[config.mk]
export PLATFORM = sky130hd
export DESIGN_NAME = data_phase_ctrl
export DESIGN_NICKNAME = d
export VERILOG_FILES = /design/src/ahb_bus_pkg.sv /design/src/output_stage_pkg.sv /design/src/data_phase_ctrl.sv
export SDC_FILE = /design/constraint.sdc
export NUM_CORES = 1
export LEC_CHECK = 0
export BUFFER_PORTS_ARGS = -buffer_cell sky130_fd_sc_hd__buf_4
export CAP_MARGIN = 10
export CORE_MARGIN = 3
export CORE_UTILIZATION = 31
export CTS_CLUSTER_DIAMETER = 60
export DETAILED_ROUTE_END_ITERATION = 16
export PLACE_DENSITY = 0.81
export SLEW_MARGIN = 20
export SYNTH_ARGS = -nofsm -noshare
export SYNTH_HDL_FRONTEND = slang
export SYNTH_SLANG_ARGS = --single-unit
[constraint.sdc]
create_clock -name HCLK -period 2.2 [get_ports HCLK]
set_input_delay 0.11 -clock HCLK [delete_from_list [all_inputs] [get_ports HCLK]]
set_output_delay 0.11 -clock HCLK [all_outputs]
set_load 0.05 [all_outputs]
[src/ahb_bus_pkg.sv]
// AHB bus field widths for the shared slave port
// Transfer type enum in AHB HTRANS encoding
// Burst type enum in AHB HBURST encoding
`default_nettype none

package ahb_bus_pkg;

  // -------------------------------------------------------------------------
  // Field widths
  // -------------------------------------------------------------------------
  localparam int ADDR_W   = 32;               // HADDR
  localparam int DATA_W   = 32;               // HWDATA
  localparam int SIZE_W   = 3;                // HSIZE
  localparam int BURST_W  = 3;                // HBURST
  localparam int PROT_W   = 4;                // HPROT
  localparam int MASTER_W = 4;                // HMASTER

  // -------------------------------------------------------------------------
  // Transfer and burst codes
  // -------------------------------------------------------------------------
  typedef enum logic [1:0] {
    HTRANS_IDLE   = 2'b00,                    // No transfer
    HTRANS_BUSY   = 2'b01,                    // Pause inside a burst
    HTRANS_NONSEQ = 2'b10,                    // First or single beat
    HTRANS_SEQ    = 2'b11                     // Continuing beat
  } htrans_e;

  typedef enum logic [BURST_W-1:0] {
    HBURST_SINGLE = 3'b000,                   // Single transfer
    HBURST_INCR   = 3'b001,                   // Undefined length incr
    HBURST_WRAP4  = 3'b010,
    HBURST_INCR4  = 3'b011,
    HBURST_WRAP8  = 3'b100,
    HBURST_INCR8  = 3'b101,
    HBURST_WRAP16 = 3'b110,
    HBURST_INCR16 = 3'b111
  } hburst_e;

endpackage

`default_nettype wire

[src/output_stage_pkg.sv]
// Output stage port count
// Port-select enum shared by arbiter, muxes and data phase
// Helper mapping a port choice to an array index
`default_nettype none

package output_stage_pkg;

  localparam int NUM_PORTS = 3;               // Bus-switch inputs

  // PORT_NONE marks an idle output stage
  typedef enum logic [1:0] {
    PORT_NONE = 2'd0,                         // No owner
    PORT_1    = 2'd1,
    PORT_2    = 2'd2,
    PORT_3    = 2'd3
  } port_sel_e;

  // Array index of a port, -1 for PORT_NONE
  function automatic int port_index(input port_sel_e port);
    return int'(port) - 1;
  endfunction

endpackage

`default_nettype wire

[src/data_phase_ctrl.sv]
// Data-phase port and slave-select registers
// HREADYMUX generation from the slave ready
// Write-data multiplexer steered by the data-phase port
`timescale 1ns/1ps
`default_nettype none

module data_phase_ctrl
  import output_stage_pkg::*;
  import ahb_bus_pkg::*;
(
  input  wire                 HCLK,                 // AHB clock
  input  wire                 HRESETn,              // Sync reset, active low
  input  wire port_sel_e      i_addr_port,          // Address-phase port
  input  wire                 i_hsel,               // Address-phase select
  input  wire                 i_hreadyout,          // Slave ready
  input  wire [DATA_W-1:0]    i_wdata [NUM_PORTS],  // Per-port write data
  output logic                o_hreadymux,          // Transfer done
  output logic [DATA_W-1:0]   o_hwdata              // Slave write data
);

  port_sel_e data_port;                       // Port owning the data phase
  logic      slave_sel;                       // Slave addressed last phase

  // -------------------------------------------------------------------------
  // Address to data phase pipeline
  // -------------------------------------------------------------------------
  always_ff @(posedge HCLK)
  begin
    if (!HRESETn)
    begin
      data_port <= PORT_NONE;
      slave_sel <= 1'b0;
    end
    else if (o_hreadymux)                     // Accepted cycle only
    begin
      data_port <= i_addr_port;
      slave_sel <= i_hsel;
    end
  end

  // Slave drives ready only when it was addressed
  assign o_hreadymux = slave_sel ? i_hreadyout : 1'b1;

  // -------------------------------------------------------------------------
  // Write data steering
  // -------------------------------------------------------------------------
  always_comb
  begin
    o_hwdata = '0;                            // Quiet bus without owner
    if (data_port != PORT_NONE)
      o_hwdata = i_wdata[port_index(data_port)];
  end

endmodule

`default_nettype wire

-- Yosys cells after proc, flatten, opt, wreduce, memory -nomap -nowiden
Cells that the tools add are included.
- $add $sub $neg: 1
- order comparisons: 1
- muxes and demuxes: 5
- bitwise operators: 1
- reductions and logical operators: 1
- operators by type and width (kind ; count):
    $mux 32 ; 3
    $bmux 32 s2 ; 1
    $ge 32x3->1 const B ; 1
    $not 32->32 ; 1
    $sub 2x1->3 const B ; 1
    $reduce_bool 2->1 ; 1
    $mux 1 ; 1
- register bits after elaboration: 3
- input port bits: 102
- output and inout port bits: 33
- word-level logic and storage cells: 11

-- Logic depth before layout (Yosys ltp)
- depth after elaboration: 6
- mapped depth: 8
- depth with buffers taken out: 4

-- Least setup slack after synthesis
No wires, ideal clock.
- path type: register to output
- start point: register data_port[0]
- end point: output o_hwdata[0]
- data arrival time: 2.753 ns
- data required time: 2.090 ns
- path slack: -0.663 ns
- cell stages (with the launch flop): 9
- buffers on the path: 4
- path through: dfxtp_1 buf_2 buf_1 inv_1 ha_1 buf_6 buf_12 mux2i_1 a211oi_1
- longest elaborated chain between the ends: 6
- elaborated cells on any way between the ends: 7
- those cells by class: add/sub (1); mux (4); bitwise (1); reduce/logical (1)
- RTL lines (element ; line ; RTL):
    start: declaration ; data_phase_ctrl.sv:21 ; port_sel_e data_port;
    start signal: assignment ; data_phase_ctrl.sv:36 ; data_port <= i_addr_port;
    $sub 2x1->3 ; output_stage_pkg.sv:20 ; return int'(port) - 1;
    $not 32->32 (not written as such) ; data_phase_ctrl.sv:51 ; o_hwdata = i_wdata[port_index(data_port)];
    $bmux 32 s2 ; data_phase_ctrl.sv:51 ;
    $mux 32 (not written as such) (2 in a row) ; data_phase_ctrl.sv:51 ;
    $mux 32 (*) ; data_phase_ctrl.sv:50 ; if (data_port != PORT_NONE)
    end: declaration ; data_phase_ctrl.sv:18 ; output logic [DATA_W-1:0] o_hwdata
Every way passes the cells marked *; elsewhere a longest branch is shown, timed or not. The select of a mux whose other input is x is not followed.

-- Worst setup path after layout
- start point: register data_port[0]
- end point: output o_hwdata[29]
The elaborated chain is that of the path after synthesis.

==> parameters.txt <==
Parameter                              Value

Clock tree
  Insertion delay of the later-clocked pin in the worst-skew pair ... 0.23 ns
  CTS resizes ... 0
  Clock Tree Buf Depth ... 2
  Clock tree from TritonCTS ... built
  Clock-pin slew on the worst setup and hold paths ... 0.04 ns
  Number of buffers added by the clock tree synthesis step ... 3
  Clock H-tree levels ... 1
  Post-CTS Hold Buffers ... 0
  Clock Root Buffer ... clkbuf_4
  Clock sinks ... 3
  Post-CTS setup buffers ... 0

Floorplan
  Initial core utilization ... 34.2%
  Die X-Extent ... 62.5 µm
  DIE HEIGHT ... 62.5 µm
  Area inside the core boundary ... 2900 µm²
  I/O Pins ... 135
  Die area ... 3910 µm²
  Number of rows created at floorplan ... 19

Cells and area
  Combined flip-flop and latch cell area ... 63.8 µm²
  Final Cell Area ... 2450 µm²
  Layout cells sized above 1 ... 70.0%
  Core occupancy in the finished layout ... 84.4%
  Filler Cell Count ... 197
  Antenna diode count ... 0
  Area of combinational cells with multiple inputs ... 1190 µm²
  Area Growth Syn to Fin ... 147%
  Final layout net count ... 357

Global route
  Global route total overflow ... 0
  Largest net degree at the start of global routing ... 66
  Via count of the first global-routing pass ... 1553
  Wire length of the first global-routing pass ... 7.35 mm
  Antenna violations before repair ... 0
  Global Route Usage Sum ... 22.9%

Detailed routing
  Detailed Routing Iterations Pass 1 ... 4
  Vias post-DR ... 1519
  Routed wire length ... 4.65 mm
  Detailed-route vias per instance ... 5.15
  Per-cell routed wire length ... 15.8 µm
  Number of nets with antenna violations after routing ... 0
  Detailed router's first-iteration violation count ... 67
  Remaining routing DRC violations ... 0

Worst setup path
  List of cells traversed by the critical path ... inv_1 -> ha_4 -> buf_12 -> mux2i_1 -> a211oi_4 -> buf_4
  Endpoint arrival time on the critical path ... 1.82 ns
  Critical path start-end classification ... flip-flop to output pin
  Worst Setup Start Kind ... flip-flop
  Number of cell instances on the worst register-to-register path ... 3
  Longest individual stage delay on the worst path ... 0.36 ns
  Max stage delay cell, worst path ... mux2i_1
  CP required ... 2.09 ns
  Nature of the critical path endpoint ... output pin
  Maximum fanout encountered on the critical timing path ... 32

Synth
  Share of the yosys chip area belonging to registers ... 6.06%
  Cell area after synthesis ... 991 µm²
  Synth cell types ... 15
  Average cell area after synthesis ... 7.86 µm²
  Nets in the synthesized netlist ... 229
  Number of storage elements in the synthesis netlist ... 3
  Yosys synthesis warning count ... 0
  Number of standard cells after synthesis ... 126

Worst hold path
  Hold crit path type ... input pin to flip-flop
  Hold Path Stages ... 2

STA
  Max Transition Viols Final ... 0
  Count of endpoints failing setup in the final report ... 0
  Final count of hold timing violations ... 0
  Worst slew margin ... 66.2%
  Total Neg Setup Slack ... 0 ns
  Clock skew ... 0.00130 ns
  Post-Route Hold Slack ... 0.119 ns
  Slew of the pin with the lowest slew margin ... 0.506 ns
  Maximum clock frequency ... 519 MHz
  RSZ-0062 raised after global routing ... no
  Share of the clock period used by the worst path ... 87.6%
  Final critical-path required period ... 1.93 ns

Placement
  Cell area after placement ... 2420 µm²
  Routability Congestion ... 0.753
  I/O Buffers ... 134
  Detailed-placement wirelength estimate ... 3.76 mm

Outcome
  Status ... finished, final reports clean

Power
  Fraction of power consumed by the clock network ... 9.7%
  Leak pwr ... 1.05 nW
  Switching pwr ... 0.519 mW
  Share of power burned in registers ... 6.1%
  Max IR drop VDD ... 0.000390 V
  Power Internal ... 0.475 mW
  Logic gate share of total power ... 84.2%
  Switching fraction of total power ... 52.2%
  Cell area power density ... 406 nW/µm²

Flow run
  Max-capacitance violation count ... 0
## cell type report
cell class              instances  area share [%]
multi-input cells             103            48.7
repair buffers                140            45.0
flip-flops and latches          3            2.61
well taps                      42            2.15
clock buffers                   4            1.07
inverters                       3           0.460
## layout by cell type (no fill, tap or decap)
cell and instances:
a21boi_0 1, a21oi_1 32, a211oi_4 32, mux2i_1 34, inv_1 3, buf_12 4
nor2b_1 2, nand2b_1 1, dfxtp_4 1, dfxtp_1 2, ha_4 1, clkbuf_4 3
buf_4 136, clkbuf_1 1
## power by group through the flow
stage,Clock (mW),Sequential [mW],Combinational [mW]
4_1_cts,0.0974,0.0606,0.842
6_report,0.0959,0.0607,0.836
3_5_place_dp,0,0.0611,0.840
5_1_grt,0.106,0.0610,0.882
2_1_floorplan,0,0.0602,0.594
3_3_place_gp,0,0.0607,0.821
## final timing paths
kind / end / from / slack (ns)
setup / recovery: o_hwdata[29] / data_port[0] / 0.27
hold / removal: data_port[0] / HRESETn / 0.12
setup reg to reg: data_port[0] / data_port[0] / 1.12
hold reg to reg: data_port[1] / data_port[1] / 0.54
## through the flow
stage	setup slack [ns]	power (mW)	instances
6_report	0.272	0.993	295
5_1_grt	0.200	1.05	295
3_3_place_gp	0.564	0.882	291
3_5_place_dp	0.510	0.901	291
2_1_floorplan	0.0321	0.654	126
4_1_cts	0.263	1.00	295
## cells by family (layout without fill, tap and decap cells)
family | after synthesis | after routing | synth area share (%)
mux | 34 | 34 | 34.3
flops | 3 | 3 | 6.06
simple gates | 3 | 3 | 1.89
buf+inv | 20 | 147 | 14.3
fa+ha+maj | 1 | 1 | 1.26
compound gates | 65 | 65 | 42.2
## per-layer routing
metal	track usage [%]	share of wire, %	vias to the layer above
li1	-	-	717
met1	23.8	34	712
met2	44.6	56	80
met3	5.22	7.8	10
met4	7.16	2.4	0
met5	0	0	-
## worst max-delay path, delay by kind of cell (launching register included)
| kind | cells | cell delay, ns |
|---|---|---|
| AOI/OAI and AO/OA | 1 | 0.10 |
| buffers and inverters | 3 | 0.48 |
| DFF | 1 | 0.35 |
| adders and majority gates | 1 | 0.29 |
| muxes | 1 | 0.36 |
## synthesized netlist by cell type (all sizes together)
master	instances	area share, %
a21boi	1	0.76
a21oi	32	16
a211oi	32	25
nand2b	1	0.63
buf	14	12
inv	3	1.1
mux2i	34	34
ha	1	1.3
dfxtp	3	6.1
clkbuf	3	1.1
nor2b	2	1.3
## sequential cells by signal, summed over array words and instances (netlist names)
signal	count
slave_sel	1
data_port	2
Note: power is estimated with default switching activity, not from simulation.
