--- src/ahb_bus_pkg.sv ---
// AHB bus field widths for the shared slave port
// Transfer type enum in AHB HTRANS encoding
// Burst type enum in AHB HBURST encoding
`default_nettype none

package ahb_bus_pkg;

  // -------------------------------------------------------------------------
  // Field widths
  // -------------------------------------------------------------------------
  localparam int ADDR_W   = 32;               // HADDR
  localparam int DATA_W   = 32;               // HWDATA
  localparam int SIZE_W   = 3;                // HSIZE
  localparam int BURST_W  = 3;                // HBURST
  localparam int PROT_W   = 4;                // HPROT
  localparam int MASTER_W = 4;                // HMASTER

  // -------------------------------------------------------------------------
  // Transfer and burst codes
  // -------------------------------------------------------------------------
  typedef enum logic [1:0] {
    HTRANS_IDLE   = 2'b00,                    // No transfer
    HTRANS_BUSY   = 2'b01,                    // Pause inside a burst
    HTRANS_NONSEQ = 2'b10,                    // First or single beat
    HTRANS_SEQ    = 2'b11                     // Continuing beat
  } htrans_e;

  typedef enum logic [BURST_W-1:0] {
    HBURST_SINGLE = 3'b000,                   // Single transfer
    HBURST_INCR   = 3'b001,                   // Undefined length incr
    HBURST_WRAP4  = 3'b010,
    HBURST_INCR4  = 3'b011,
    HBURST_WRAP8  = 3'b100,
    HBURST_INCR8  = 3'b101,
    HBURST_WRAP16 = 3'b110,
    HBURST_INCR16 = 3'b111
  } hburst_e;

endpackage

`default_nettype wire

--- src/output_stage_pkg.sv ---
// Output stage port count
// Port-select enum shared by arbiter, muxes and data phase
// Helper mapping a port choice to an array index
`default_nettype none

package output_stage_pkg;

  localparam int NUM_PORTS = 3;               // Bus-switch inputs

  // PORT_NONE marks an idle output stage
  typedef enum logic [1:0] {
    PORT_NONE = 2'd0,                         // No owner
    PORT_1    = 2'd1,
    PORT_2    = 2'd2,
    PORT_3    = 2'd3
  } port_sel_e;

  // Array index of a port, -1 for PORT_NONE
  function automatic int port_index(input port_sel_e port);
    return int'(port) - 1;
  endfunction

endpackage

`default_nettype wire

--- src/addr_phase_mux.sv ---
// Address and control multiplexer onto the shared slave
// One-hot active decode of the granted port
`timescale 1ns/1ps
`default_nettype none

module addr_phase_mux
  import output_stage_pkg::*;
  import ahb_bus_pkg::*;
(
  input  wire port_sel_e             i_addr_port,            // Granted port
  input  wire                        i_sel      [NUM_PORTS], // Per-port HSEL
  input  wire [ADDR_W-1:0]           i_addr     [NUM_PORTS],
  input  wire htrans_e               i_trans    [NUM_PORTS],
  input  wire                        i_write    [NUM_PORTS],
  input  wire [SIZE_W-1:0]           i_size     [NUM_PORTS],
  input  wire hburst_e               i_burst    [NUM_PORTS],
  input  wire [PROT_W-1:0]           i_prot     [NUM_PORTS],
  input  wire [MASTER_W-1:0]         i_master   [NUM_PORTS],
  input  wire                        i_mastlock [NUM_PORTS],
  output logic [NUM_PORTS-1:0]       o_active,               // Owner flags
  output logic                       o_hsel,
  output logic [ADDR_W-1:0]          o_haddr,
  output htrans_e                    o_htrans,
  output logic                       o_hwrite,
  output logic [SIZE_W-1:0]          o_hsize,
  output hburst_e                    o_hburst,
  output logic [PROT_W-1:0]          o_hprot,
  output logic [MASTER_W-1:0]        o_hmaster,
  output logic                       o_hmastlock
);

  // -------------------------------------------------------------------------
  // Field routing
  // -------------------------------------------------------------------------
  always_comb
  begin
    int idx;
    idx         = port_index(i_addr_port);
    // Idle bus when no port owns the slave
    o_active    = '0;
    o_hsel      = 1'b0;
    o_haddr     = '0;
    o_htrans    = HTRANS_IDLE;
    o_hwrite    = 1'b0;
    o_hsize     = '0;
    o_hburst    = HBURST_SINGLE;
    o_hprot     = '0;
    o_hmaster   = '0;
    o_hmastlock = 1'b0;

    if (i_addr_port != PORT_NONE)
    begin
      o_active[idx] = 1'b1;                   // Tell input stage it owns slave
      o_hsel        = i_sel[idx];
      o_haddr       = i_addr[idx];
      o_htrans      = i_trans[idx];
      o_hwrite      = i_write[idx];
      o_hsize       = i_size[idx];
      o_hburst      = i_burst[idx];           // Passed through only
      o_hprot       = i_prot[idx];
      o_hmaster     = i_master[idx];
      o_hmastlock   = i_mastlock[idx];
    end
  end

endmodule

`default_nettype wire

--- config.mk ---
export PLATFORM = sky130hd
export DESIGN_NAME = addr_phase_mux
export DESIGN_NICKNAME = d
export VERILOG_FILES = /design/src/ahb_bus_pkg.sv /design/src/output_stage_pkg.sv /design/src/addr_phase_mux.sv
export SDC_FILE = /design/constraint.sdc
export NUM_CORES = 1
export LEC_CHECK = 0
export CAP_MARGIN = 10
export CORE_AREA = 2 2 81 83
export DETAILED_ROUTE_END_ITERATION = 6
export DIE_AREA = 0 0 83 85
export DONT_BUFFER_PORTS = 1
export PLACE_DENSITY = 0.47
export SYNTH_ARGS = -nofsm -noshare
export SYNTH_HDL_FRONTEND = slang
export SYNTH_SLANG_ARGS = --single-unit
export TNS_END_PERCENT = 30
--- constraint.sdc ---
create_clock -name vclk -period 1.8
set_input_delay 0.18 -clock vclk [all_inputs]
set_output_delay 0.18 -clock vclk [all_outputs]
set_load 0.1 [all_outputs]
# == Word level (Yosys, flattened, before mapping) ==
# Cells that the tools add are included.
# totals
ff_bits,0
input_bits,155
# classes
mux,39
addsub,1
n_reduce_logical,2
order_cmp,3
bitwise,1
# ops
cell,count
32-bit two-way mux,3
32-bit binary-select mux with 2-bit select,1
32-bit by 3-bit greater-or-equal comparator with 1-bit output (second input constant),1
32-bit inverter,1
4-bit two-way mux,6
3-bit two-way mux,7
4-bit binary-select mux with 2-bit select,2
3-bit binary-select mux with 2-bit select,2
1-bit two-way mux,10
1-bit binary-select mux with 2-bit select,3
2-bit two-way mux,3
2-bit binary-select mux with 2-bit select,1
3-bit by 4-bit less-than comparator with 1-bit output (second input constant),1
3-bit by 1-bit greater-or-equal comparator with 1-bit output (second input constant),1
2-bit by 1-bit subtractor with 3-bit output (second input constant),1
1-bit demux with 2-bit select,1
2-bit nonzero test,1
1-bit logical AND,1

# == Depth between registers and ports, before layout ==
# logic_depth
depth_word,6
ltp_mapped,9

# == Worst setup path before layout ==
# OpenSTA, ideal clock, no wires.
# synth_path
kind,in2out
start,input i_addr_port[0]
end,output o_haddr[0]
n_path_buf,5
arrival_ns,3.801
slack_ns,-2.181
path_stages,9
required_ns,1.620
path_cell_list,buf_2 buf_1 inv_1 ha_1 buf_4 buf_8 buf_12 mux2i_1 a211oi_1
# synth_between
elab_chain_len,6
elab_cells_between_ends,7
cone_classes,add/sub (1); mux (4); bitwise (1); reduce/logical (1)
# synth_rtl
element,line_no,rtl
start: declaration,addr_phase_mux.sv:10,"input wire port_sel_e i_addr_port,"
2-bit by 1-bit subtractor with 3-bit output,output_stage_pkg.sv:20,return int'(port) - 1;
32-bit inverter (not written as such),addr_phase_mux.sv:55,o_haddr = i_addr[idx];
32-bit binary-select mux with 2-bit select,addr_phase_mux.sv:55,
32-bit two-way mux (not written as such) (2 in series),addr_phase_mux.sv:55,
32-bit two-way mux *,addr_phase_mux.sv:51,if (i_addr_port != PORT_NONE)
end: declaration,addr_phase_mux.sv:22,"output logic [ADDR_W-1:0] o_haddr,"
# Every way passes the cells marked *; elsewhere a longest branch is shown, timed or not. The select of a mux whose other input is x is not followed.

# == Worst setup path in the final report ==
# layout_path
start,input i_addr_port[1]
end,output o_hsel
# layout_between
elab_chain_len,6
elab_cells_between_ends,7
cone_classes,add/sub (1); mux (4); bitwise (1); reduce/logical (1)
# layout_rtl
element,line_no,rtl
2-bit by 1-bit subtractor with 3-bit output,output_stage_pkg.sv:20,
32-bit inverter (not written as such),addr_phase_mux.sv:54,o_hsel = i_sel[idx];
1-bit binary-select mux with 2-bit select,addr_phase_mux.sv:54,
1-bit two-way mux (not written as such) (2 in series),addr_phase_mux.sv:54,
1-bit two-way mux *,addr_phase_mux.sv:51,
end: declaration,addr_phase_mux.sv:21,"output logic o_hsel,"
# Marks and branches as above.

==> results by group <==
Global routing
  – GRT overflow: 0
  – GRT Util Overall: 0.139
  – Initial antenna violation count: 0
  – First-pass GRT wire length: around 8500 um
  – Largest net degree at the start of global routing: about 110
  – Vias in the first global route: roughly 1.7k

Detailed routing
  – Final WL: approximately 5400 um
  – ANT nets after route: 0
  – Initial DRT Pass Iterations: 4
  – Vias per inst: approximately 5.5
  – Residual DRC: 0
  – Via count: roughly 1.6k
  – Initial drt markers: 42
  – Routed len/inst: 18.1 um

Yosys
  – Register area share after synthesis: 0
  – Synth Net Count: between 300 and 400
  – Top-area cell type share of the netlist area: 0.363
  – Syn Area/Cell: 7.48 um^2
  – Most area-consuming cells after synthesis: mux2i_1 36%, a211oi_1 27%, a21oi_1 18%
  – Area leader, netlist: mux2i_1
  – Synthesized cell area: roughly 1400 um^2
  – Synth Warn #: 0
  – Yosys cell types: 12
  – Post-Syn Instances: around 190
  – Synth cell count leaders: 51 x a21oi_1, 51 x mux2i_1, 50 x a211oi_1, 10 x clkbuf_1, 6 x buf_2

Power and ir drop
  – Peak VDD IR: 0.357 mV
  – Cell internal pwr: approximately 790 uW
  – Power per cell area: around 700 nW/um^2
  – Part of the power in registers: 0
  – Logic pwr share: 1.000
  – Static Leak: 0.00113 uW
  – Sw Pwr: around 1400 uW
  – Clock network fraction of total power: 0
  – Sw frac: 0.638

Finish
  – Final nets: 382
  – Register area: 0 um^2
  – Final core occ: 0.504
  – FF+latch count: 0
  – Antenna fix cells: 0
  – Multi-input logic area: about 1900 um^2
  – # fillers: ~540
  – Clock buffers: 0
  – P&R area growth vs syn: 122%
  – Fraction of layout cells with a size suffix above 1: 0.525

Critical path
  – Required time of the worst setup path: around 1.6 ns
  – Slowest cell on the critical path: ha_4
  – Worst path max stage delay: between 0.3 and 0.4 ns
  – Critical-path cell list: inv_1, ha_4, buf_12, mux2i_1, a211oi_4, buf_12
  – CP Data Arrival Time: 1.48 ns
  – Critical path fanouts, max: 39
  – Critical path's most frequent cell: buf_12
  – Crit Path Category: input port to output port
  – Startpoint types: input port
  – Setup crit end kind: output port

STA
  – Fin crit share: 0.924
  – Hold WS: roughly 0.57 ns
  – Peak Freq: roughly 600 MHz
  – Fin. Hold Viols: 0
  – Rel. slew slack: 0.780
  – Slew Viols, Final: 0
  – Min Tclk post-route: about 1.7 ns
  – Final setup viols: 0
  – Unrepaired setup endpoints after global routing: no
  – Slew @ Worst Pin: 0.320 ns

Floorplanning
  – Die Area: approximately 7100 um^2
  – I/O pin total: between 200 and 250
  – Die W: 83 um
  – Core Region: 6200 um^2
  – Initial core utilization: 0.227
  – Cell Rows: 29
  – Die Y: roughly 85 um

Clock tree
  – # hold bufs at CTS: 0
  – Postcts setup bufs: 0
  – Post-cts sizing count: 0

Flow run
  – Max-cap viol count: 0

Min path
  – HP Class: input port to output port

Placement
  – Port Buffers: 0
  – GP Congestion: around 0.78
  – DP HPWL: 4530 um

Outcome
  – Status: complete, no violations
-- layout make-up --
cell class                 instances  share of cell area
tap                               77              0.0308
multi-input combinational        157               0.596
timing repair buffer              62               0.369
inverter                           2             0.00400
-- critical path: cells and delay by family --
kind                       cells  cell delay [ns]
buffers and inverters          3             0.50
adders and majority gates      1             0.33
AOI/OAI and AO/OA              1             0.30
muxes                          1             0.15
-- layout by cell type (no fill, tap or decap), drive strengths merged --
master  count
buf        62
ha          4
inv         2
a211oi     51
a21oi      51
mux2i      51
-- routing by layer --
| metal | global-route usage | part of all wire | up-vias |
|---|---|---|---|
| li1 | - | - | 765 |
| met5 | 0 | 0 | - |
| met1 | 0.156 | 0.32 | 764 |
| met2 | 0.284 | 0.58 | 114 |
| met4 | 0.00596 | 0.0050 | 0 |
| met3 | 0.0253 | 0.092 | 2 |
-- power by group through the flow --
| stage | Clock, uW | Sequential, uW | Combinational, uW |
|---|---|---|---|
| global route | 0 | 0 | 2240 |
| global placement | 0 | 0 | 2160 |
| detailed placement | 0 | 0 | 2190 |
| floorplan | 0 | 0 | 1650 |
| CTS | 0 | 0 | 2190 |
| finish | 0 | 0 | 2180 |
-- logic make-up after synthesis --
family	count (synthesis)	synth area share
AOI/OAI and AO/OA	102	0.457
adders and majority gates	4	0.0356
buffers and inverters	31	0.144
muxes	51	0.363
-- path summary, 6_finish.rpt --
| check | start | to | slack [ns] | depth (start not counted) |
|---|---|---|---|---|
| min | i_addr_port[0] | o_hwrite | 0.57 | 2 |
| max | i_addr_port[1] | o_hsel | 0.14 | 6 |
-- per-stage QoR --
step / cells / power [uW] / setup slack [ns] / setup TNS (ns) / instance area, um^2
after floorplan: 188 / 1650 / -0.527 / -25.28 / 2110
after global placement: 298 / 2160 / 0.189 / 0 / 3120
after detailed placement: 298 / 2190 / 0.132 / 0 / 3120
after CTS: 298 / 2190 / 0.126 / 0 / 3120
after global routing: 298 / 2240 / 0.0574 / 0 / 3120
final: 298 / 2180 / 0.137 / 0 / 3120
Power figures use the tool's default switching activity.
